## config.mk

```make
export PLATFORM = sky130hd
export DESIGN_NAME = hermes_lite_rx
export DESIGN_NICKNAME = d
export VERILOG_FILES = /design/src/hl_pkg.sv /design/src/rx_decimator.sv /design/src/sample_fifo.sv /design/src/mii_framer.sv /design/src/hermes_lite_rx.sv
export SDC_FILE = /design/constraint.sdc
export NUM_CORES = 1
export LEC_CHECK = 0
export ABC_AREA = 1
export BUFFER_PORTS_ARGS = -buffer_cell sky130_fd_sc_hd__buf_2
export CAP_MARGIN = 15
export CORE_MARGIN = 2
export CORE_UTILIZATION = 39
export CTS_CLUSTER_SIZE = 10
export DETAILED_ROUTE_END_ITERATION = 7
export PLACE_DENSITY = 0.52
export SLEW_MARGIN = 10
export SYNTH_ARGS = -nofsm -noshare
export SYNTH_HDL_FRONTEND = slang
export SYNTH_SLANG_ARGS = --single-unit
```

## constraint.sdc

```tcl
create_clock -name if_clk_i -period 3.6 [get_ports if_clk_i]
set_clock_uncertainty 0.05 [all_clocks]
set_input_delay 0.72 -clock if_clk_i [delete_from_list [all_inputs] [get_ports if_clk_i]]
set_output_delay 0.72 -clock if_clk_i [all_outputs]
set_load 0.02 [all_outputs]
```

## src/hl_pkg.sv

```systemverilog
package hl_pkg;

	// Converter sample, two's complement
	localparam int ADC_W = 12;

	// Decimated word, holds the sign-extended sum of DECIM samples
	localparam int WORD_W = 16;

	// Samples added into one word
	localparam int DECIM = 4;
	localparam int DECIM_CNT_W = $clog2(DECIM);

	// Sample buffer size, also the starting credit count
	localparam int FIFO_DEPTH = 16;
	localparam int PTR_W = $clog2(FIFO_DEPTH);

	// Fill level and credit count, must reach FIFO_DEPTH
	localparam int LEVEL_W = 5;

	// Frame layout
	localparam int FRAME_WORDS = 8;
	localparam int WORD_CNT_W = $clog2(FRAME_WORDS);
	localparam logic [7:0] FRAME_MARK = 8'ha5;
	localparam int HDR_NIBBLES = 4;
	localparam int WORD_NIBBLES = 4;
	localparam int NIB_W = $clog2((HDR_NIBBLES > WORD_NIBBLES) ? HDR_NIBBLES : WORD_NIBBLES);

	// Minimum idle cycles between frames
	localparam int IFG_NIBBLES = 4;
	localparam int GAP_W = $clog2(IFG_NIBBLES + 1);

endpackage

```

## src/rx_decimator.sv

```systemverilog
`timescale 1ns/1ps

module rx_decimator (
	input  logic                          if_clk_i,
	input  logic                          rst_n_i,
	input  logic [hl_pkg::ADC_W-1:0]      adc_data_i,
	input  logic                          adc_valid_i,
	input  logic                          credit_i,
	output logic                          push_o,
	output logic [hl_pkg::WORD_W-1:0]     push_data_o,
	output logic                          overrun_o
);

	logic [hl_pkg::WORD_W-1:0]      sample_ext;
	logic [hl_pkg::WORD_W-1:0]      acc;
	logic [hl_pkg::WORD_W-1:0]      acc_next;
	logic [hl_pkg::DECIM_CNT_W-1:0] grp_cnt;
	logic [hl_pkg::LEVEL_W-1:0]     credit_cnt;
	logic                           group_end;
	logic                           has_credit;
	logic                           take;

	// Sign extend the converter sample to word width
	assign sample_ext = {{(hl_pkg::WORD_W - hl_pkg::ADC_W){adc_data_i[hl_pkg::ADC_W-1]}},
		adc_data_i};
	assign acc_next = acc + sample_ext;

	// Last sample of a group accepted this cycle
	assign group_end = adc_valid_i &&
		(grp_cnt == hl_pkg::DECIM_CNT_W'(hl_pkg::DECIM - 1));
	assign has_credit = (credit_cnt != '0);
	// Word goes to the buffer only with a free slot
	assign take = group_end && has_credit;

	always_ff @(posedge if_clk_i) begin
		if (!rst_n_i) begin
			acc <= '0;
			grp_cnt <= '0;
			push_o <= 1'b0;
			overrun_o <= 1'b0;
			credit_cnt <= hl_pkg::LEVEL_W'(hl_pkg::FIFO_DEPTH);
		end else begin
			push_o <= take;
			if (adc_valid_i) begin
				if (group_end) begin
					// Start a fresh group
					acc <= '0;
					grp_cnt <= '0;
				end else begin
					acc <= acc_next;
					grp_cnt <= grp_cnt + 1'b1;
				end
			end
			// Dropped word, flag stays until reset
			if (group_end && !has_credit) begin
				overrun_o <= 1'b1;
			end
			// Push spends one credit, a return gives one back
			case ({take, credit_i})
				2'b10: credit_cnt <= credit_cnt - 1'b1;
				2'b01: credit_cnt <= credit_cnt + 1'b1;
				default: credit_cnt <= credit_cnt;
			endcase
		end
	end

	// Completed sum, held until the next group ends
	always_ff @(posedge if_clk_i) begin
		if (group_end) begin
			push_data_o <= acc_next;
		end
	end

endmodule

```

## src/sample_fifo.sv

```systemverilog
`timescale 1ns/1ps

module sample_fifo (
	input  logic                          if_clk_i,
	input  logic                          rst_n_i,
	input  logic                          push_i,
	input  logic [hl_pkg::WORD_W-1:0]     push_data_i,
	input  logic                          pop_i,
	output logic [hl_pkg::WORD_W-1:0]     rd_data_o,
	output logic [hl_pkg::LEVEL_W-1:0]    level_o,
	output logic                          credit_o
);

	logic [hl_pkg::WORD_W-1:0] mem [hl_pkg::FIFO_DEPTH];
	logic [hl_pkg::PTR_W-1:0]  wr_ptr;
	logic [hl_pkg::PTR_W-1:0]  rd_ptr;

	// Oldest word is valid while level is nonzero
	assign rd_data_o = mem[rd_ptr];

	always_ff @(posedge if_clk_i) begin
		if (!rst_n_i) begin
			wr_ptr <= '0;
			rd_ptr <= '0;
			level_o <= '0;
			credit_o <= 1'b0;
		end else begin
			// Pointers wrap at the power-of-two depth
			if (push_i) begin
				wr_ptr <= wr_ptr + 1'b1;
			end
			if (pop_i) begin
				rd_ptr <= rd_ptr + 1'b1;
			end
			case ({push_i, pop_i})
				2'b10: level_o <= level_o + 1'b1;
				2'b01: level_o <= level_o - 1'b1;
				default: level_o <= level_o;
			endcase
			// One credit back per word taken out
			credit_o <= pop_i;
		end
	end

	// Storage array
	always_ff @(posedge if_clk_i) begin
		if (push_i) begin
			mem[wr_ptr] <= push_data_i;
		end
	end

endmodule

```

## src/mii_framer.sv

```systemverilog
`timescale 1ns/1ps

module mii_framer (
	input  logic                          if_clk_i,
	input  logic                          rst_n_i,
	input  logic [hl_pkg::LEVEL_W-1:0]    level_i,
	input  logic [hl_pkg::WORD_W-1:0]     rd_data_i,
	output logic                          pop_o,
	output logic [3:0]                    phy_txd_o,
	output logic                          phy_tx_en_o
);

	typedef enum logic [1:0] {
		S_GAP,
		S_HEADER,
		S_PAYLOAD
	} state_t;

	state_t                        state;
	logic [hl_pkg::NIB_W-1:0]      nib_cnt;
	logic [hl_pkg::WORD_CNT_W-1:0] word_cnt;
	logic [hl_pkg::GAP_W-1:0]      gap_cnt;
	logic [7:0]                    seq;
	logic [15:0]                   hdr;
	logic [hl_pkg::WORD_W-1:0]     word_q;
	logic                          frame_ready;

	// Mark byte first, then sequence, each low nibble first
	assign hdr = {seq, hl_pkg::FRAME_MARK};

	// Whole frame stored and gap served
	assign frame_ready = (level_i >= hl_pkg::LEVEL_W'(hl_pkg::FRAME_WORDS)) &&
		(gap_cnt >= hl_pkg::GAP_W'(hl_pkg::IFG_NIBBLES));

	always_ff @(posedge if_clk_i) begin
		if (!rst_n_i) begin
			state <= S_GAP;
			nib_cnt <= '0;
			word_cnt <= '0;
			gap_cnt <= hl_pkg::GAP_W'(hl_pkg::IFG_NIBBLES);
			seq <= '0;
			pop_o <= 1'b0;
			phy_txd_o <= '0;
			phy_tx_en_o <= 1'b0;
		end else begin
			pop_o <= 1'b0;
			case (state)
				S_GAP: begin
					if (frame_ready) begin
						// First header nibble goes out now
						phy_tx_en_o <= 1'b1;
						phy_txd_o <= hdr[3:0];
						nib_cnt <= hl_pkg::NIB_W'(1);
						state <= S_HEADER;
					end else begin
						phy_tx_en_o <= 1'b0;
						phy_txd_o <= '0;
						// Saturate once the gap is long enough
						if (gap_cnt < hl_pkg::GAP_W'(hl_pkg::IFG_NIBBLES)) begin
							gap_cnt <= gap_cnt + 1'b1;
						end
					end
				end
				S_HEADER: begin
					phy_txd_o <= hdr[nib_cnt*4 +: 4];
					if (nib_cnt == hl_pkg::NIB_W'(hl_pkg::HDR_NIBBLES - 1)) begin
						nib_cnt <= '0;
						word_cnt <= '0;
						state <= S_PAYLOAD;
					end else begin
						nib_cnt <= nib_cnt + 1'b1;
					end
				end
				S_PAYLOAD: begin
					if (nib_cnt == '0) begin
						// Pop while the word's first nibble is on the pins
						phy_txd_o <= rd_data_i[3:0];
						pop_o <= 1'b1;
					end else begin
						phy_txd_o <= word_q[nib_cnt*4 +: 4];
					end
					if (nib_cnt == hl_pkg::NIB_W'(hl_pkg::WORD_NIBBLES - 1)) begin
						nib_cnt <= '0;
						word_cnt <= word_cnt + 1'b1;
						// Last nibble of the frame
						if (word_cnt == hl_pkg::WORD_CNT_W'(hl_pkg::FRAME_WORDS - 1)) begin
							seq <= seq + 1'b1;
							gap_cnt <= '0;
							state <= S_GAP;
						end
					end else begin
						nib_cnt <= nib_cnt + 1'b1;
					end
				end
				default: begin
					state <= S_GAP;
				end
			endcase
		end
	end

	// Hold the word being sent, the buffer moves on after the pop
	always_ff @(posedge if_clk_i) begin
		if (state == S_PAYLOAD && nib_cnt == '0) begin
			word_q <= rd_data_i;
		end
	end

endmodule

```

## src/hermes_lite_rx.sv

```systemverilog
`timescale 1ns/1ps

module hermes_lite_rx (
	input  logic                          if_clk_i,
	input  logic                          rst_n_i,
	input  logic [hl_pkg::ADC_W-1:0]      adc_data_i,
	input  logic                          adc_valid_i,
	output logic [3:0]                    phy_txd_o,
	output logic                          phy_tx_en_o,
	output logic                          overrun_o
);

	// Decimator to buffer
	logic                          push;
	logic [hl_pkg::WORD_W-1:0]     push_data;
	logic                          credit_return;

	// Buffer to framer
	logic [hl_pkg::LEVEL_W-1:0]    level;
	logic [hl_pkg::WORD_W-1:0]     rd_data;
	logic                          pop;

	// Sums groups of samples, spends credits
	rx_decimator rx_decimator_inst (
		.if_clk_i    (if_clk_i),
		.rst_n_i     (rst_n_i),
		.adc_data_i  (adc_data_i),
		.adc_valid_i (adc_valid_i),
		.credit_i    (credit_return),
		.push_o      (push),
		.push_data_o (push_data),
		.overrun_o   (overrun_o)
	);

	// Word store, credit back on each pop
	sample_fifo sample_fifo_inst (
		.if_clk_i    (if_clk_i),
		.rst_n_i     (rst_n_i),
		.push_i      (push),
		.push_data_i (push_data),
		.pop_i       (pop),
		.rd_data_o   (rd_data),
		.level_o     (level),
		.credit_o    (credit_return)
	);

	// Nibble frames onto the PHY transmit pins
	mii_framer mii_framer_inst (
		.if_clk_i    (if_clk_i),
		.rst_n_i     (rst_n_i),
		.level_i     (level),
		.rd_data_i   (rd_data),
		.pop_o       (pop),
		.phy_txd_o   (phy_txd_o),
		.phy_tx_en_o (phy_tx_en_o)
	);

endmodule

```

Word-level counts from Yosys, hierarchy flattened
Memories as Yosys holds them, arrays and structs flattened. A register that Yosys moved wholly into a read port is not among the register bits.
Index checks and enable logic that the tools add are counted.
{"block": "op_classes", "shift": 2, "order_cmp": 3, "eq_ne": 15, "n_addsub": 12, "reduce_logical": 22, "n_mux": 28}
{"operator": "indexed part select 16 x 5 -> 4 bit", "count": 2}
{"operator": "2-to-1 mux 3 bit", "count": 7}
{"operator": "one-hot mux 5 bit (2 select lines)", "count": 2}
{"operator": "adder 16 bit", "count": 1}
{"operator": "2-to-1 mux 16 bit", "count": 1}
{"operator": "2-to-1 mux 2 bit", "count": 6}
{"operator": "2-to-1 mux 4 bit", "count": 3}
{"operator": "one-hot mux 3 bit (2 select lines)", "count": 2}
{"operator": "one-hot mux 4 bit (3 select lines)", "count": 1}
{"operator": "adder 5 x 1 -> 5 bit (second input constant)", "count": 2}
{"operator": "== test 2 bit (second input constant)", "count": 5}
{"operator": "!= test 2 x 1 -> 1 bit (second input constant)", "count": 5}
{"operator": "nonzero test 2 bit", "count": 5}
{"operator": "subtractor 5 x 1 -> 5 bit (second input constant)", "count": 2}
{"operator": "adder 4 x 1 -> 4 bit (second input constant)", "count": 2}
{"operator": "adder 8 x 1 -> 8 bit (second input constant)", "count": 1}
{"operator": "adder 3 x 1 -> 3 bit (second input constant)", "count": 2}
{"operator": "== test 2 x 1 -> 1 bit (second input constant)", "count": 3}
{"operator": "one-hot mux 2 bit (3 select lines)", "count": 1}
{"operator": "AND reduction 3 bit", "count": 2}
{"operator": "greater-or-equal comparator 5 x 4 -> 1 bit (second input constant)", "count": 1}
{"operator": "logical AND 1 bit", "count": 5}
{"operator": "AND reduction 5 bit", "count": 1}
{"operator": "nonzero test 5 bit", "count": 1}
{"operator": "13 further kinds", "count": 19}
{"block": "word_totals", "regBits": 95, "output_inout_bits": 6, "elab_cells": 102, "ram_bits": 256, "memories": 1, "in_bits": 15}
{"name": "sample_fifo_inst.mem", "words": 16, "word_bits": 16, "rd": 1, "rd_ports_with_merged_regs": 1, "write_ports": 1, "line": "sample_fifo.sv:14", "text": "logic [hl_pkg::WORD_W-1:0] mem [hl_pkg::FIFO_DEPTH];"}

Depth between registers and ports, before layout
{"block": "logic_depth", "word_depth": 5, "mapped_depth": 13}

By module
Synthesis repeated with hierarchy kept, for this count alone.
{"block": "hier_totals", "cells_unflattened": 1498, "hier_area_um2": 15772.6}
{"module": "sample_fifo", "instances": 1, "cells_each": 939, "area_per_inst_um2": 11322.1, "seq_area_each_um2": 8047.7}
{"module": "rx_decimator", "instances": 1, "cells_each": 321, "area_per_inst_um2": 2528.7, "seq_area_each_um2": 980.9}
{"module": "mii_framer", "instances": 1, "cells_each": 238, "area_per_inst_um2": 1921.8, "seq_area_each_um2": 960.9}

Worst setup path after synthesis
No wires, ideal clock.
{"block": "synth_timing", "kind": "input -> register", "startpoint": "input adc_valid_i", "endpoint": "register rx_decimator_inst.credit_cnt[4] (netlist name)", "n_path_buf": 0, "arrival_ns": 2.466, "stages": 12, "required_time_ns": 3.419, "slack_ns": 0.952, "setup_time_ns": 0.131, "path_cell_list": "nand2_1 inv_1 nand2_1 ha_1 inv_1 ha_1 a21o_1 a31oi_1 nand2_1 nand2_1 nor3_1 nand3b_1"}
{"block": "synth_via", "elab_chain_cells": 4, "word_cells_on_any_way": 6, "classes_between": "2 x eq/ne; 1 x mux; 3 x reduce/logical"}
{"item": "start, declared", "line": "hermes_lite_rx.sv:7", "text": "input logic adc_valid_i,"}
{"item": "logical AND 1 bit (*)", "line": "rx_decimator.sv:29", "text": "assign group_end = adc_valid_i &&"}
{"item": "named net rx_decimator_inst.group_end", "line": "rx_decimator.sv:19", "text": "logic group_end;"}
{"item": "logical AND 1 bit (*)", "line": "rx_decimator.sv:33", "text": "assign take = group_end && has_credit;"}
{"item": "== test 2 x 1 -> 1 bit or == test 2 bit (tied branches)", "line": "rx_decimator.sv:59", "text": "case ({take, credit_i})"}
{"item": "one-hot mux 5 bit (2 select lines) or nonzero test 2 bit (tied branches)"}
{"item": "end signal, assigned", "line": "rx_decimator.sv:60", "text": "2'b10: credit_cnt <= credit_cnt - 1'b1;"}
{"item": "end signal, assigned", "line": "rx_decimator.sv:61", "text": "2'b01: credit_cnt <= credit_cnt + 1'b1;"}
{"item": "end signal, assigned", "line": "rx_decimator.sv:62", "text": "default: credit_cnt <= credit_cnt;"}
{"item": "end, declared", "line": "rx_decimator.sv:18", "text": "logic [hl_pkg::LEVEL_W-1:0] credit_cnt;"}
Mark *: on every way through the listed nets, which the timed path passes. The rest lies on a longest branch.
A chain may end at the register's enable or synchronous reset.

Final worst setup path
{"block": "layout_timing", "startpoint": "register rx_decimator_inst.credit_cnt[1] (netlist name)", "endpoint": "register rx_decimator_inst.credit_cnt[4] (netlist name)"}
{"block": "layout_via", "elab_chain_cells": 4, "word_cells_on_any_way": 8, "classes_between": "2 x add/sub; 2 x eq/ne; 1 x mux; 3 x reduce/logical"}
{"item": "start signal, assigned", "line": "rx_decimator.sv:41", "text": "credit_cnt <= hl_pkg::LEVEL_W'(hl_pkg::FIFO_DEPTH);"}
{"item": "start signal, assigned", "line": "rx_decimator.sv:60"}
{"item": "start signal, assigned", "line": "rx_decimator.sv:61"}
{"item": "branches (longest 4 deep; another with adder 5 x 1 -> 5 bit)"}
Several ways; the timed one is not identified.

==> impl_metrics.yaml <==
sta:
  finalCritPeriodShare: 0.633
  hold_violations: 0
  maxSlewHeadroom: 0.341
  worst_pin_slew_ns: 0.983
  min_period_ns: 2.28
  clock.fmax_mhz: 439
  fin_setup_tns_ns: 0
  drv_slew: 0
  rsz0062_at_grt: "no"
  finalSetupViolations: 0
route:
  post-route-drc-count: 0
  vias: 9886
  wl_um: 36500
  first_iter_violations: 690
  drt-pass1-iter-count: 4
  wl_per_cell_um: 18.9
  vias_per_cell: 5.12
  ant_nets: 0
yosys:
  syn_inst: 1355
  yosys.area_share.xor_xnor: 0.00988
  yosys.area_share.simple: 0.139
  syn_nets: 1412
  synth-compound-area-share: 0.108
  syn_area_um2: 15100
  synth-seq-cells: 355
  synthAdderAreaFrac: 0.0364
  ys_types: 39
  yosysSeqAreaShare: 0.663
  synth-main-ff-cell: "edfxtp_1"
  synth_area_leaders: "edfxtp_1 57%, dfxtp_1 8.9%, nand2_1 5.9%"
  synth_edf_count: 288
  syn_avg_cell_area_um2: 11.1
  synth_top_area_frac: 0.574
  synth_top_family_by_area: "simple AND/OR/NAND/NOR gates"
  synthMuxAreaShare: 0
  synth_top_cell_by_area: "edfxtp_1"
  postSynth.asyncResetShare: 0
  ys_warn_count: 0
clocking:
  cts_tree: "built"
  cts-hold-fix-buffers: 0
  clk_pin_slew_worst_paths_ns: 0.05
  cts_buffers: 42
  clk_path_buf_depth: 3
  cts_resized: 0
  cts_max_level: 2
  post_cts_buffers: 0
  clock_latency_ns: 0.54
  clock-sinks: 355
  root_buffer: "clkbuf_16"
cells_and_area:
  diodes: 0
  stdcell_count: 1932
  area_growth_pct: 13.1
  drive_gt1_frac: 0.0884
  layout.nets: 1445
floorplan:
  dieArea_um2: 40200
  die_x_um: 201
  die_y_um: 201
  io_pins: 21
  coreArea_um2: 38400
  rows: 72
  initial_utilization: 0.393
min_path:
  min_path_type: "primary input to flop"
  min_path_cells: 2
  hold_start: "adc_valid_i"
  worst_hold_path.endpoint: "rx_decimator_inst.grp_cnt[0]$_SDFFE_PN0P_"
power:
  p_leak_nw: 6.17
  fin_total_pwr_mw: 9.73
  peakVddDrop_mv: 0.362
  powerDensity_nw_per_um2: 571
grt:
  grtUsageTotal: 0.182
  grt_pass1_vias: 9649
  antenna_found_initial: 0
  grt_overflow: 0
  grt_max_degree: 129
  grt_pass1_wl_um: 56300
worst_setup_path:
  r2r_end: "rx_decimator_inst.credit_cnt[4]$_SDFFE_PN1P_"
  reg2reg_depth: 12
  arrival_ns: 2.63
  critPathKind: "flop to flop"
  end_kind: "flop"
  startpoint_type: "flop"
  cp_data_required_time_ns: 3.96
  r2r_slack_ns: 1.32
  worstReg2RegStart: "rx_decimator_inst.credit_cnt[1]$_SDFFE_PN0P_"
  critPathMaxFanout: 4
placed_design:
  portBuffers: 20
  place_congestion: 0.789
  dp_cells: 1862
  hpwlAfterDp_um: 20800
run:
  cap_violations: 0
outcome:
  status: "completed"
cell usage in the layout (no fill, tap or decap), drive strengths merged:
| master | n |
|---|---|
| xor2 | 13 |
| edfxtp | 288 |
| xnor2 | 4 |
| o22ai | 13 |
| o21ai | 129 |
| a41oi | 4 |
| nand2 | 239 |
| fa | 3 |
| clkinv | 4 |
| nand3b | 6 |
| o221ai | 39 |
| a31oi | 2 |
| clkbuf | 69 |
| o211ai | 13 |
| nand3 | 83 |
| o31ai | 1 |
| ha | 39 |
| nor3 | 9 |
| a21o | 2 |
| inv | 89 |
| buf | 48 |
| dfxtp | 67 |
| nor4 | 2 |
| o21a | 2 |
| a211oi | 4 |
| a21boi | 1 |
| a21oi | 67 |
| and2 | 4 |
| nor2 | 170 |
metal layers:
layer / share of wire / GRT usage
met1: 0.47 / 0.257
met5: 0 / 0
met4: 0.027 / 0.0598
met2: 0.45 / 0.289
met3: 0.051 / 0.0284
how the worst max path moves through the flow:
stage	start	slack, ns	to	cells past startpoint
floorplan	adc_valid_i	0.95	rx_decimator_inst.credit_cnt[4]$_SDFFE_PN1P_	12
global placement	adc_valid_i	1.04	rx_decimator_inst.credit_cnt[4]$_SDFFE_PN1P_	13
detailed placement	adc_valid_i	1.03	rx_decimator_inst.credit_cnt[4]$_SDFFE_PN1P_	13
CTS	rx_decimator_inst.credit_cnt[1]$_SDFFE_PN0P_	1.32	rx_decimator_inst.credit_cnt[4]$_SDFFE_PN1P_	12
global route	rx_decimator_inst.grp_cnt[0]$_SDFFE_PN0P_	1.01	rx_decimator_inst.credit_cnt[4]$_SDFFE_PN1P_	12
finish	rx_decimator_inst.credit_cnt[1]$_SDFFE_PN0P_	1.32	rx_decimator_inst.credit_cnt[4]$_SDFFE_PN1P_	12
flip-flops by register name, summed over array words and instances, names as in the netlist, named ones only:
register	cells
mii_framer_inst.state	2
mii_framer_inst.nib_cnt	2
sample_fifo_inst.credit_o	1
rx_decimator_inst.grp_cnt	2
mii_framer_inst.phy_txd_o	4
sample_fifo_inst.rd_ptr	4
rx_decimator_inst.acc	16
mii_framer_inst.pop_o	1
rx_decimator_inst.credit_cnt	5
sample_fifo_inst.level_o	5
mii_framer_inst.gap_cnt	3
rx_decimator_inst.overrun_o	1
rx_decimator_inst.push_data_o	16
sample_fifo_inst.mem	256
mii_framer_inst.word_cnt	3
mii_framer_inst.word_q	16
sample_fifo_inst.wr_ptr	4
mii_framer_inst.phy_tx_en_o	1
rx_decimator_inst.push_o	1
mii_framer_inst.seq	8
through the flow:
| stage | setup slack, ns | hold slack [ns] | instance area (um^2) | utilization |
|---|---|---|---|---|
| after detailed placement | 1.03 | 0.383 | 15800 | 0.412 |
| final | 1.32 | 0.368 | 17100 | 0.444 |
| after global placement | 1.04 | 0.379 | 15800 | 0.412 |
| after global routing | 1.01 | 0.365 | 17100 | 0.444 |
| after CTS | 1.32 | 0.336 | 17100 | 0.444 |
| after floorplan | 0.952 | 0.362 | 15100 | - |
cell usage after synthesis (3+ instances only):
cell type    n
o221ai_1    39
fa_1         3
dfxtp_1     67
o211ai_1    13
clkbuf_1    27
xor2_1      13
edfxtp_1   288
o21ai_1      8
buf_4        5
nand3b_1     6
ha_1        39
a211oi_1     4
nor3_1       8
nand2_1    237
a21oi_1     66
o21ai_0    121
o22ai_1     13
buf_6        7
buf_2       19
inv_1       88
nor2_1     168
nand3_1     82
xnor2_1      4
a41oi_1      4
and2_1       4
worst max-delay path: stages, from the launching register on:
cell      delay (ns)
dfxtp_1         0.35
nor3_1          0.20
nand3_1         0.12
nand2_1         0.11
ha_1            0.19
inv_1           0.10
ha_1            0.33
a21o_1          0.17
a31oi_1         0.19
nand2_1         0.07
nand2_1         0.08
nor3_1          0.04
nand3b_1        0.14
final cells by class:
type                       instances  area (um^2)
clock inverter                     1         5.00
clock buffer                      69         1250
multi-input combinational        849         4460
timing repair buffer              48          348
fill                            3665        21300
tap                              518          648
sequential                       355        10000
inverter                          92          347
logic make-up (layout without fill, tap and decap cells):
group           Yosys count  count (layout)
simple gates            513             513
flops                   355             355
compound gates          277             277
buf+inv                 151             210
fa+ha+maj                42              42
xor+xnor                 17              17
where the power goes:
group          leakage [nW]  switching, mW  internal, mW  total (mW)
clock                 0.605           1.56          2.34        3.90
sequential             3.14         0.0903          4.55        4.64
combinational          2.43          0.809         0.379        1.19
total                  6.17           2.46          7.27        9.73
Note: power is estimated with default switching activity, not from simulation.
